<file path="src/source/ppu_pkg.sv">
package ppu_pkg;

  // ==========================================================
  // Sizes
  // ==========================================================

  localparam int TE_BITS              = 7;   // Signed total exponent.
  localparam int MANT_SIZE            = 13;  // Hidden bit plus twelve fraction bits.
  localparam int FRAC_FULL_SIZE       = 26;  // Output fraction.

  localparam int MANT_ADD_RESULT_SIZE = 15;  // Two integer bits, thirteen fraction bits.
  localparam int MANT_MUL_RESULT_SIZE = 26;  // Two integer bits.
  localparam int MANT_DIV_RESULT_SIZE = 26;  // Fraction bits only.

  localparam int FX_B                 = 64;  // Quire width.
  localparam int FX_M                 = 32;  // Quire fraction bits.

  // ==========================================================
  // Types
  // ==========================================================

  typedef logic signed [TE_BITS-1:0]  exponent_t;
  typedef logic [MANT_SIZE-1:0]       mant_t;
  typedef logic [FRAC_FULL_SIZE-1:0]  frac_full_t;
  typedef logic signed [FX_B-1:0]     quire_t;

  typedef enum logic [2:0] {
    ADD    = 3'd0,
    SUB    = 3'd1,
    MUL    = 3'd2,
    DIV    = 3'd3,
    FMADD  = 3'd4,  // Load or accumulate the quire.
    FMREAD = 3'd5   // Read the quire back.
  } operation_e;

  // Decoded operand.
  typedef struct packed {
    logic      sign;
    exponent_t total_exponent;
    mant_t     mant;             // Hidden bit at the top.
  } fir_t;

  typedef struct packed {
    logic      sign;
    exponent_t te;
    logic      frac_truncated;   // Nonzero bits were dropped.
  } unit_result_t;

endpackage

</file>
<file path="src/source/core_add_sub.sv">
`timescale 1ns/1ps

module core_add_sub (
  input  logic                                     sub_i,
  input  ppu_pkg::fir_t                            a_i,
  input  ppu_pkg::fir_t                            b_i,
  output ppu_pkg::unit_result_t                    res_o,
  output logic [ppu_pkg::MANT_ADD_RESULT_SIZE-1:0] mant_o
);

  ppu_pkg::fir_t                                op_big;
  ppu_pkg::fir_t                                op_small;
  logic                                         a_larger;
  logic                                         eff_sub;
  logic                                         sticky;
  logic [ppu_pkg::MANT_ADD_RESULT_SIZE-1:0]     big_m;
  logic [ppu_pkg::MANT_ADD_RESULT_SIZE-1:0]     small_m;
  logic [ppu_pkg::MANT_ADD_RESULT_SIZE-1:0]     sum;
  logic [2*ppu_pkg::MANT_ADD_RESULT_SIZE-1:0]   shifted;

  assign a_larger = (a_i.total_exponent > b_i.total_exponent) ||
                    ((a_i.total_exponent == b_i.total_exponent) && (a_i.mant >= b_i.mant));

  assign op_big   = a_larger ? a_i : b_i;
  assign op_small = a_larger ? b_i : a_i;
  assign eff_sub  = a_i.sign ^ b_i.sign ^ sub_i;
  assign big_m    = {1'b0, op_big.mant, 1'b0};  // One guard bit.

  // Alignment and add.
  always_comb begin
    int diff;
    diff    = int'(op_big.total_exponent) - int'(op_small.total_exponent);
    shifted = {1'b0, op_small.mant, 1'b0, {ppu_pkg::MANT_ADD_RESULT_SIZE{1'b0}}} >> diff;
    if (diff >= 2*ppu_pkg::MANT_ADD_RESULT_SIZE - 1) begin
      small_m = '0;
      sticky  = 1'b1;  // Whole operand shifted out.
    end else begin
      small_m = shifted[2*ppu_pkg::MANT_ADD_RESULT_SIZE-1:ppu_pkg::MANT_ADD_RESULT_SIZE];
      sticky  = |shifted[ppu_pkg::MANT_ADD_RESULT_SIZE-1:0];
    end
    if (eff_sub) begin
      sum = big_m - small_m;
      if (sticky) begin
        sum = sum - 1'b1;  // Borrow from the dropped bits.
      end
    end else begin
      sum = big_m + small_m;
    end
  end

  // Normalize to 01.x at the top.
  always_comb begin
    int lead;
    int shl;
    lead = 0;
    for (int i = 0; i < ppu_pkg::MANT_ADD_RESULT_SIZE; i++) begin
      if (sum[i]) begin
        lead = i;
      end
    end
    shl        = ppu_pkg::MANT_ADD_RESULT_SIZE - 2 - lead;
    res_o.sign = a_larger ? a_i.sign : (b_i.sign ^ sub_i);
    if (sum[ppu_pkg::MANT_ADD_RESULT_SIZE-1]) begin
      mant_o               = sum >> 1;  // Carry out.
      res_o.te             = op_big.total_exponent + ppu_pkg::exponent_t'(1);
      res_o.frac_truncated = sticky | sum[0];
    end else begin
      mant_o               = sum << shl;
      res_o.te             = op_big.total_exponent - ppu_pkg::exponent_t'(shl);
      res_o.frac_truncated = sticky;
    end
  end

endmodule

</file>
<file path="src/source/core_div.sv">
`timescale 1ns/1ps

module core_div (
  input  ppu_pkg::fir_t         a_i,
  input  ppu_pkg::fir_t         b_i,
  output ppu_pkg::unit_result_t res_o,
  output ppu_pkg::frac_full_t   mant_o
);

  logic                          a_lt_b;
  logic [ppu_pkg::MANT_SIZE:0]   dividend;
  logic [ppu_pkg::MANT_SIZE+1:0] divisor;
  logic [ppu_pkg::MANT_SIZE+1:0] rem;

  assign a_lt_b   = a_i.mant < b_i.mant;
  assign dividend = a_lt_b ? {a_i.mant, 1'b0} : {1'b0, a_i.mant};  // Quotient in [1,2).
  assign divisor  = {2'b00, b_i.mant};

  // Restoring division, one quotient bit per step.
  always_comb begin
    rem = {1'b0, dividend} - divisor;  // Integer bit, always one.
    rem = rem << 1;
    for (int i = ppu_pkg::FRAC_FULL_SIZE - 1; i >= 0; i--) begin
      if (rem >= divisor) begin
        mant_o[i] = 1'b1;
        rem       = rem - divisor;
      end else begin
        mant_o[i] = 1'b0;
      end
      rem = rem << 1;
    end
  end

  always_comb begin
    res_o.sign           = a_i.sign ^ b_i.sign;
    res_o.te             = a_i.total_exponent - b_i.total_exponent
                         - ppu_pkg::exponent_t'(a_lt_b);
    res_o.frac_truncated = |rem;  // Inexact quotient.
  end

endmodule

</file>
<file path="src/source/core_fma_accumulator.sv">
`timescale 1ns/1ps

module core_fma_accumulator (
  input  logic                                     clk_i,
  input  logic                                     rst_i,
  input  ppu_pkg::operation_e                      op_i,
  input  ppu_pkg::unit_result_t                    prod_i,
  input  logic [ppu_pkg::MANT_MUL_RESULT_SIZE-1:0] prod_mant_i,
  input  ppu_pkg::fir_t                            addend_i,
  output ppu_pkg::unit_result_t                    res_o,
  output ppu_pkg::frac_full_t                      frac_o
);

  ppu_pkg::quire_t          quire_q;
  logic                     chain_q;   // Previous op was FMADD.
  ppu_pkg::quire_t          prod_fx;
  ppu_pkg::quire_t          addend_fx;
  logic [ppu_pkg::FX_B-1:0] mag;
  logic [ppu_pkg::FX_B-1:0] norm;

  function automatic ppu_pkg::quire_t to_quire(
    input logic                     sign,
    input ppu_pkg::exponent_t       te,
    input logic [ppu_pkg::FX_B-1:0] mant,
    input int                       frac_bits
  );
    int                       shift;
    logic [ppu_pkg::FX_B-1:0] aligned;
    shift = int'(te) + ppu_pkg::FX_M - frac_bits;
    if (shift >= 0) begin
      aligned = mant << shift;
    end else begin
      aligned = mant >> (-shift);
    end
    return sign ? -$signed(aligned) : $signed(aligned);
  endfunction

  // Dropped product bit goes back in as the LSB.
  assign prod_fx = to_quire(prod_i.sign, prod_i.te,
    {{(ppu_pkg::FX_B-ppu_pkg::MANT_MUL_RESULT_SIZE-1){1'b0}}, prod_mant_i,
     prod_i.frac_truncated},
    ppu_pkg::MANT_MUL_RESULT_SIZE - 1);

  assign addend_fx = to_quire(addend_i.sign, addend_i.total_exponent,
    {{(ppu_pkg::FX_B-ppu_pkg::MANT_SIZE){1'b0}}, addend_i.mant},
    ppu_pkg::MANT_SIZE - 1);

  // ==========================================================
  // Quire register
  // ==========================================================

  always_ff @(posedge clk_i) begin
    if (rst_i) begin
      quire_q <= '0;
      chain_q <= 1'b0;
    end else begin
      chain_q <= (op_i == ppu_pkg::FMADD);
      if (op_i == ppu_pkg::FMADD) begin
        quire_q <= chain_q ? (quire_q + prod_fx) : (prod_fx + addend_fx);
      end
    end
  end

  // ==========================================================
  // Readback normalization
  // ==========================================================

  assign mag = quire_q[ppu_pkg::FX_B-1] ? -quire_q : quire_q;

  always_comb begin
    int lead;
    lead = 0;
    for (int i = 0; i < ppu_pkg::FX_B; i++) begin
      if (mag[i]) begin
        lead = i;
      end
    end
    norm                 = mag << (ppu_pkg::FX_B - 1 - lead);  // Leading one to the MSB.
    frac_o               = norm[ppu_pkg::FX_B-2 -: ppu_pkg::FRAC_FULL_SIZE];
    res_o.sign           = quire_q[ppu_pkg::FX_B-1];
    res_o.te             = ppu_pkg::exponent_t'(lead - ppu_pkg::FX_M);
    res_o.frac_truncated = |norm[ppu_pkg::FX_B-ppu_pkg::FRAC_FULL_SIZE-2:0];
  end

endmodule

</file>
<file path="src/source/core_mul.sv">
`timescale 1ns/1ps

module core_mul (
  input  ppu_pkg::fir_t                            a_i,
  input  ppu_pkg::fir_t                            b_i,
  output ppu_pkg::unit_result_t                    res_o,
  output logic [ppu_pkg::MANT_MUL_RESULT_SIZE-1:0] mant_o
);

  logic [ppu_pkg::MANT_MUL_RESULT_SIZE-1:0] prod;
  logic                                     ovf;

  assign prod = a_i.mant * b_i.mant;
  assign ovf  = prod[ppu_pkg::MANT_MUL_RESULT_SIZE-1];  // Product reached 2.0.

  always_comb begin
    res_o.sign           = a_i.sign ^ b_i.sign;
    res_o.te             = a_i.total_exponent + b_i.total_exponent
                         + ppu_pkg::exponent_t'(ovf);
    res_o.frac_truncated = ovf & prod[0];
    mant_o               = ovf ? (prod >> 1) : prod;
  end

endmodule

</file>
<file path="src/source/core_op.sv">
`timescale 1ns/1ps

module core_op (
  input  logic                clk_i,
  input  logic                rst_i,
  input  ppu_pkg::operation_e op_i,
  input  ppu_pkg::fir_t       fir1_i,
  input  ppu_pkg::fir_t       fir2_i,
  input  ppu_pkg::fir_t       fir3_i,
  output logic                sign_o,
  output ppu_pkg::exponent_t  te_o,
  output ppu_pkg::frac_full_t frac_o,
  output logic                frac_truncated_o
);

  ppu_pkg::unit_result_t                    res_add_sub;
  ppu_pkg::unit_result_t                    res_mul;
  ppu_pkg::unit_result_t                    res_div;
  ppu_pkg::unit_result_t                    res_fma;
  ppu_pkg::unit_result_t                    sel;
  logic [ppu_pkg::MANT_ADD_RESULT_SIZE-1:0] mant_add_sub;
  logic [ppu_pkg::MANT_MUL_RESULT_SIZE-1:0] mant_mul;
  logic [ppu_pkg::MANT_DIV_RESULT_SIZE-1:0] mant_div;
  ppu_pkg::frac_full_t                      frac_fma;
  ppu_pkg::frac_full_t                      frac_add_sub;
  ppu_pkg::frac_full_t                      frac_mul;
  logic                                     is_fmadd;
  ppu_pkg::unit_result_t                    prod_fma;
  logic [ppu_pkg::MANT_MUL_RESULT_SIZE-1:0] prod_mant_fma;
  ppu_pkg::fir_t                            addend_fma;

  core_add_sub u_add_sub (
    .sub_i  (op_i == ppu_pkg::SUB),
    .a_i    (fir1_i),
    .b_i    (fir2_i),
    .res_o  (res_add_sub),
    .mant_o (mant_add_sub)
  );

  core_mul u_mul (
    .a_i    (fir1_i),
    .b_i    (fir2_i),
    .res_o  (res_mul),
    .mant_o (mant_mul)
  );

  core_div u_div (
    .a_i    (fir1_i),
    .b_i    (fir2_i),
    .res_o  (res_div),
    .mant_o (mant_div)
  );

  assign is_fmadd      = (op_i == ppu_pkg::FMADD);
  assign prod_fma      = is_fmadd ? res_mul : '0;
  assign prod_mant_fma = is_fmadd ? mant_mul : '0;
  assign addend_fma    = is_fmadd ? fir3_i : '0;  // Used only at chain start.

  core_fma_accumulator u_fma (
    .clk_i       (clk_i),
    .rst_i       (rst_i),
    .op_i        (op_i),
    .prod_i      (prod_fma),
    .prod_mant_i (prod_mant_fma),
    .addend_i    (addend_fma),
    .res_o       (res_fma),
    .frac_o      (frac_fma)
  );

  // ==========================================================
  // Result alignment and select
  // ==========================================================

  // Integer bits shift out at the top.
  assign frac_add_sub = ppu_pkg::frac_full_t'(mant_add_sub)
                      << (ppu_pkg::FRAC_FULL_SIZE - ppu_pkg::MANT_ADD_RESULT_SIZE + 2);
  assign frac_mul     = ppu_pkg::frac_full_t'(mant_mul)
                      << (ppu_pkg::FRAC_FULL_SIZE - ppu_pkg::MANT_MUL_RESULT_SIZE + 2);

  always_comb begin
    case (op_i)
      ppu_pkg::ADD, ppu_pkg::SUB: begin
        sel    = res_add_sub;
        frac_o = frac_add_sub;
      end
      ppu_pkg::MUL: begin
        sel    = res_mul;
        frac_o = frac_mul;
      end
      ppu_pkg::DIV: begin
        sel    = res_div;
        frac_o = mant_div;
      end
      default: begin
        sel    = res_fma;  // FMADD and FMREAD.
        frac_o = frac_fma;
      end
    endcase
  end

  assign sign_o           = sel.sign;
  assign te_o             = sel.te;
  assign frac_truncated_o = sel.frac_truncated;

endmodule

</file>
<file path="config.mk">
export PLATFORM = sky130hd
export DESIGN_NAME = core_op
export DESIGN_NICKNAME = d
export VERILOG_FILES = /design/src/source/ppu_pkg.sv /design/src/source/core_add_sub.sv /design/src/source/core_div.sv /design/src/source/core_fma_accumulator.sv /design/src/source/core_mul.sv /design/src/source/core_op.sv
export SDC_FILE = /design/constraint.sdc
export NUM_CORES = 2
export LEC_CHECK = 0
export BUFFER_PORTS_ARGS = -buffer_cell sky130_fd_sc_hd__buf_4
export CORE_UTILIZATION = 45
export DETAILED_ROUTE_END_ITERATION = 7
export PLACE_DENSITY = 0.68
export SETUP_SLACK_MARGIN = 0.02
export SLEW_MARGIN = 20
export SYNTH_ARGS = -nofsm -noshare
export SYNTH_HDL_FRONTEND = slang
export SYNTH_SLANG_ARGS = --single-unit
</file>
<file path="constraint.sdc">
create_clock -name clk_i -period 130.3 [get_ports clk_i]
set_input_delay 6.515 -clock clk_i [delete_from_list [all_inputs] [get_ports clk_i]]
set_output_delay 6.515 -clock clk_i [all_outputs]
set_load 0.05 [all_outputs]
</file>
==> key figures <==
Finish
  • Multi-input gate area: approximately 47,000 sq um
  • Finished layout cell area: roughly 53,000 sq um
  • Seq. cell area: 1306 sq um
  • Finished Layout Cells: 8,844
  • # nets final: 8,109
  • Share of post-route cells with drive strength above 1: 7.518%
  • Syn-to-layout area delta: 4.763%
  • Fillers: 11,650

Timing
  • Fin. max-slew vios: 0
  • Final Critical Period: 111,630 ps
  • Normalized max-slew margin: 25.94%
  • RSZ-0062 raised after global routing: no
  • Fmax: 8.958 MHz
  • Setup Skew: 7.510 ps
  • Worst-margin pin slew: ~1100 ps
  • Final worst-path cycle share: a little under nine tenths
  • Hold Violations, Final: 0
  • Post-route setup TNS: 0 ps
  • Hold slack: slightly below 500 ps
  • Final setup violating endpoints: 0

Placement
  • Placed insts: 8,827
  • HPWL Detailed: 152,800 microns
  • PortBufs: 102
  • Gp weighted congestion: ~1.0
  • Area after DPL: 53,080 sq um

Synthesis
  • Ys async rst share: 0%
  • Syn Area/Cell: around 6.8 sq um
  • Synth Cell Area: 50,960 sq um
  • Syn Inst Count: 7,476
  • Share of the synthesized area in the top cell type: between 10% and 20%
  • Sequential share of the synthesized area: 2.554%
  • Top post-synthesis cells by area: ha_1 14%, nand2_1 6.6%, mux2i_1 5.8%
  • FF+latch count, synth: 65
  • EDFF count, synth: 0
  • Largest area contributor in the netlist: ha_1
  • Synth Flop Type: dfxtp_1
  • Library cells used by synthesis: between 100 and 150
  • Post-Syn Nets: 8,247
  • Yosys Warn Count: 0

Die
  • Row count: about 120
  • Initial core utilization: 45.36%
  • Chip width: 338.5 microns
  • Die Ht: 338.5 microns
  • CORE AREA: 112,300 sq um
  • Ports: 103
  • Die Area: ~110,000 sq um

Setup path
  • Crit Path Class: in2out
  • Slowest CP cell: o41ai_1
  • CP max FO: 31
  • Setup crit start kind: primary input
  • CP endpoint kind: primary output
  • Data arrival, critical path: 105,120 ps
  • CP max stage delay: roughly 910 ps
  • CP required: 123,790 ps
  • Most used cell, CP: a21o_1

CTS
  • Root buffer cell: clkbuf_16
  • Setup bufs post-CTS: 0
  • Max Root-Sink Buffers: 2
  • CTS tree: done
  • Post-CTS Hold Buffers: 0
  • Clock-pin slew on the worst setup and hold paths: approximately 50 ps
  • CTS Buf Count: 9
  • Clock net sink count: 65
  • Post-cts sizing count: 0
  • CTS H-tree lvls: 3
  • Clk Latency, worst-skew pair: about 340 ps

Global route
  • M3 GR Usage: 5.064%
  • Grt met1 use: 43.25%
  • First-pass GRT wire length: roughly 300,000 microns
  • Total gr overflow: 0
  • M2 GR Usage: between 50% and 60%
  • Busiest layer in global routing: met2
  • Initial antenna violation count: 5
  • Vias in the first global route: around 52,000
  • Aggregate global-route resource usage: between 30% and 40%
  • Largest net degree at the start of global routing: 86

Routing
  • Routed vias: roughly 55,000
  • Iteration-0 DRC Markers: about 5,200
  • Antenna-violating nets left: 0
  • # DRC: 15
  • Drt first pass iters: 8
  • Vias/cell: 6.269
  • Routed WL: about 190,000 microns
  • WL per Instance: 21.78 microns

Status
  • Failing checks: design-rule violations
  • Outcome: complete, but fails checks

Run
  • Max cap viols: 0

Hold path
  • Min-delay worst type: reg2reg
## layout make-up
cell class / count / area share [%]
multi-input combinational: 6647 / 87.83
tap: 1500 / 3.516
inverter: 427 / 3.002
timing repair buffer: 188 / 2.644
sequential: 65 / 2.447
clock buffer: 12 / 0.4805
clock inverter: 3 / 0.07500
antenna: 2 / 0.009375
## logic make-up after synthesis
kind of cell | count (synthesis) | synth area share, %
XOR/XNOR | 548 | 9.419
multiplexers | 532 | 11.25
buffers and inverters | 764 | 5.701
AO/OA/AOI/OAI | 2146 | 26.99
adder cells (fa/ha/maj) | 704 | 19.23
flip-flops | 65 | 2.554
AND/OR/NAND/NOR | 2717 | 24.87
## cells in the final DEF (no fill, tap or decap), types with 43 or more instances in the layout
| cell | instances |
|---|---|
| nand2_1 | 894 |
| nor2_1 | 761 |
| a21oi_1 | 581 |
| ha_1 | 571 |
| o21ai_0 | 508 |
| inv_1 | 412 |
| xnor2_1 | 296 |
| mux2i_1 | 292 |
| a21o_1 | 249 |
| xor2_1 | 245 |
| mux2_2 | 225 |
| buf_4 | 188 |
| nand3_1 | 179 |
| nor3_1 | 176 |
| and2_1 | 142 |
| fa_1 | 132 |
| o21a_1 | 130 |
| nand2b_1 | 115 |
| nand4_1 | 87 |
| or3_1 | 66 |
| o21bai_1 | 65 |
| o31ai_1 | 63 |
| dfxtp_1 | 63 |
| a31oi_1 | 57 |
| a211oi_1 | 57 |
| and3_1 | 52 |
| o22ai_1 | 49 |
| o211ai_1 | 48 |
| nor2b_1 | 44 |
| a21boi_0 | 43 |
## flip-flops by register name, summed over array words and instances, names as in the netlist
| name | flops |
|---|---|
| u_fma.quire_q | 64 |
| u_fma.chain_q | 1 |
## metal layers
layer	wire [microns]	up-vias
met3	16340	404
met5	46	-
met1	84500	26190
met2	83890	2293
met4	7867	6
li1	-	26560
## worst max-delay path: cells and delay by family
| family | cells | cell delay [ps] |
|---|---|---|
| AO/OA/AOI/OAI | 291 | 59760 |
| AND/OR/NAND/NOR | 109 | 24460 |
| adder cells (fa/ha/maj) | 28 | 9870 |
| buffers and inverters | 11 | 2270 |
| multiplexers | 8 | 2030 |
| XOR/XNOR | 1 | 130 |
## through the flow
step	setup slack, ps	utilization, %
3_3_place_gp	22870	47.24
6_report	18670	47.52
3_5_place_dp	20500	47.25
5_1_grt	10810	47.52
4_1_cts	20020	47.51
2_1_floorplan	29930	-
## Yosys cell counts, types with 15 or more instances
master	n
nand2_1	895
nor2_1	764
a21oi_1	584
ha_1	571
o21ai_0	511
inv_1	421
xnor2_1	302
mux2i_1	293
clkbuf_1	274
a21o_1	249
xor2_1	246
mux2_2	225
nand3_1	179
nor3_1	179
and2_1	143
fa_1	132
o21a_1	130
nand2b_1	115
nand4_1	87
or3_1	66
dfxtp_1	65
o21bai_1	65
o31ai_1	63
a211oi_1	57
a31oi_1	57
and3_1	52
buf_1	51
o22ai_1	49
o211ai_1	48
nor2b_1	44
a21boi_0	43
nor4_1	42
or2_2	32
or4_1	30
a22oi_1	28
a221oi_1	21
o41ai_1	21
o221ai_1	20
nand3b_1	18
a221o_1	16
nor3b_1	15
## worst paths after layout
kind | start | to | slack (ps) | cells past startpoint
worst min register to register | u_fma.quire_q[31]$_SDFFE_PP0P_ | u_fma.quire_q[31]$_SDFFE_PP0P_ | 490 | 2
worst min-delay path | u_fma.quire_q[31]$_SDFFE_PP0P_ | u_fma.quire_q[31]$_SDFFE_PP0P_ | 490 | 2
worst max register to register | u_fma.chain_q$_SDFF_PP0_ | u_fma.quire_q[63]$_SDFFE_PP0P_ | 120140 | 46
worst max-delay path | fir2_i[10] | frac_o[0] | 18670 | 448
Power is left out: the tool's default activity adds up to more than one toggle a clock period on the data nets, which glitch-free logic cannot reach.
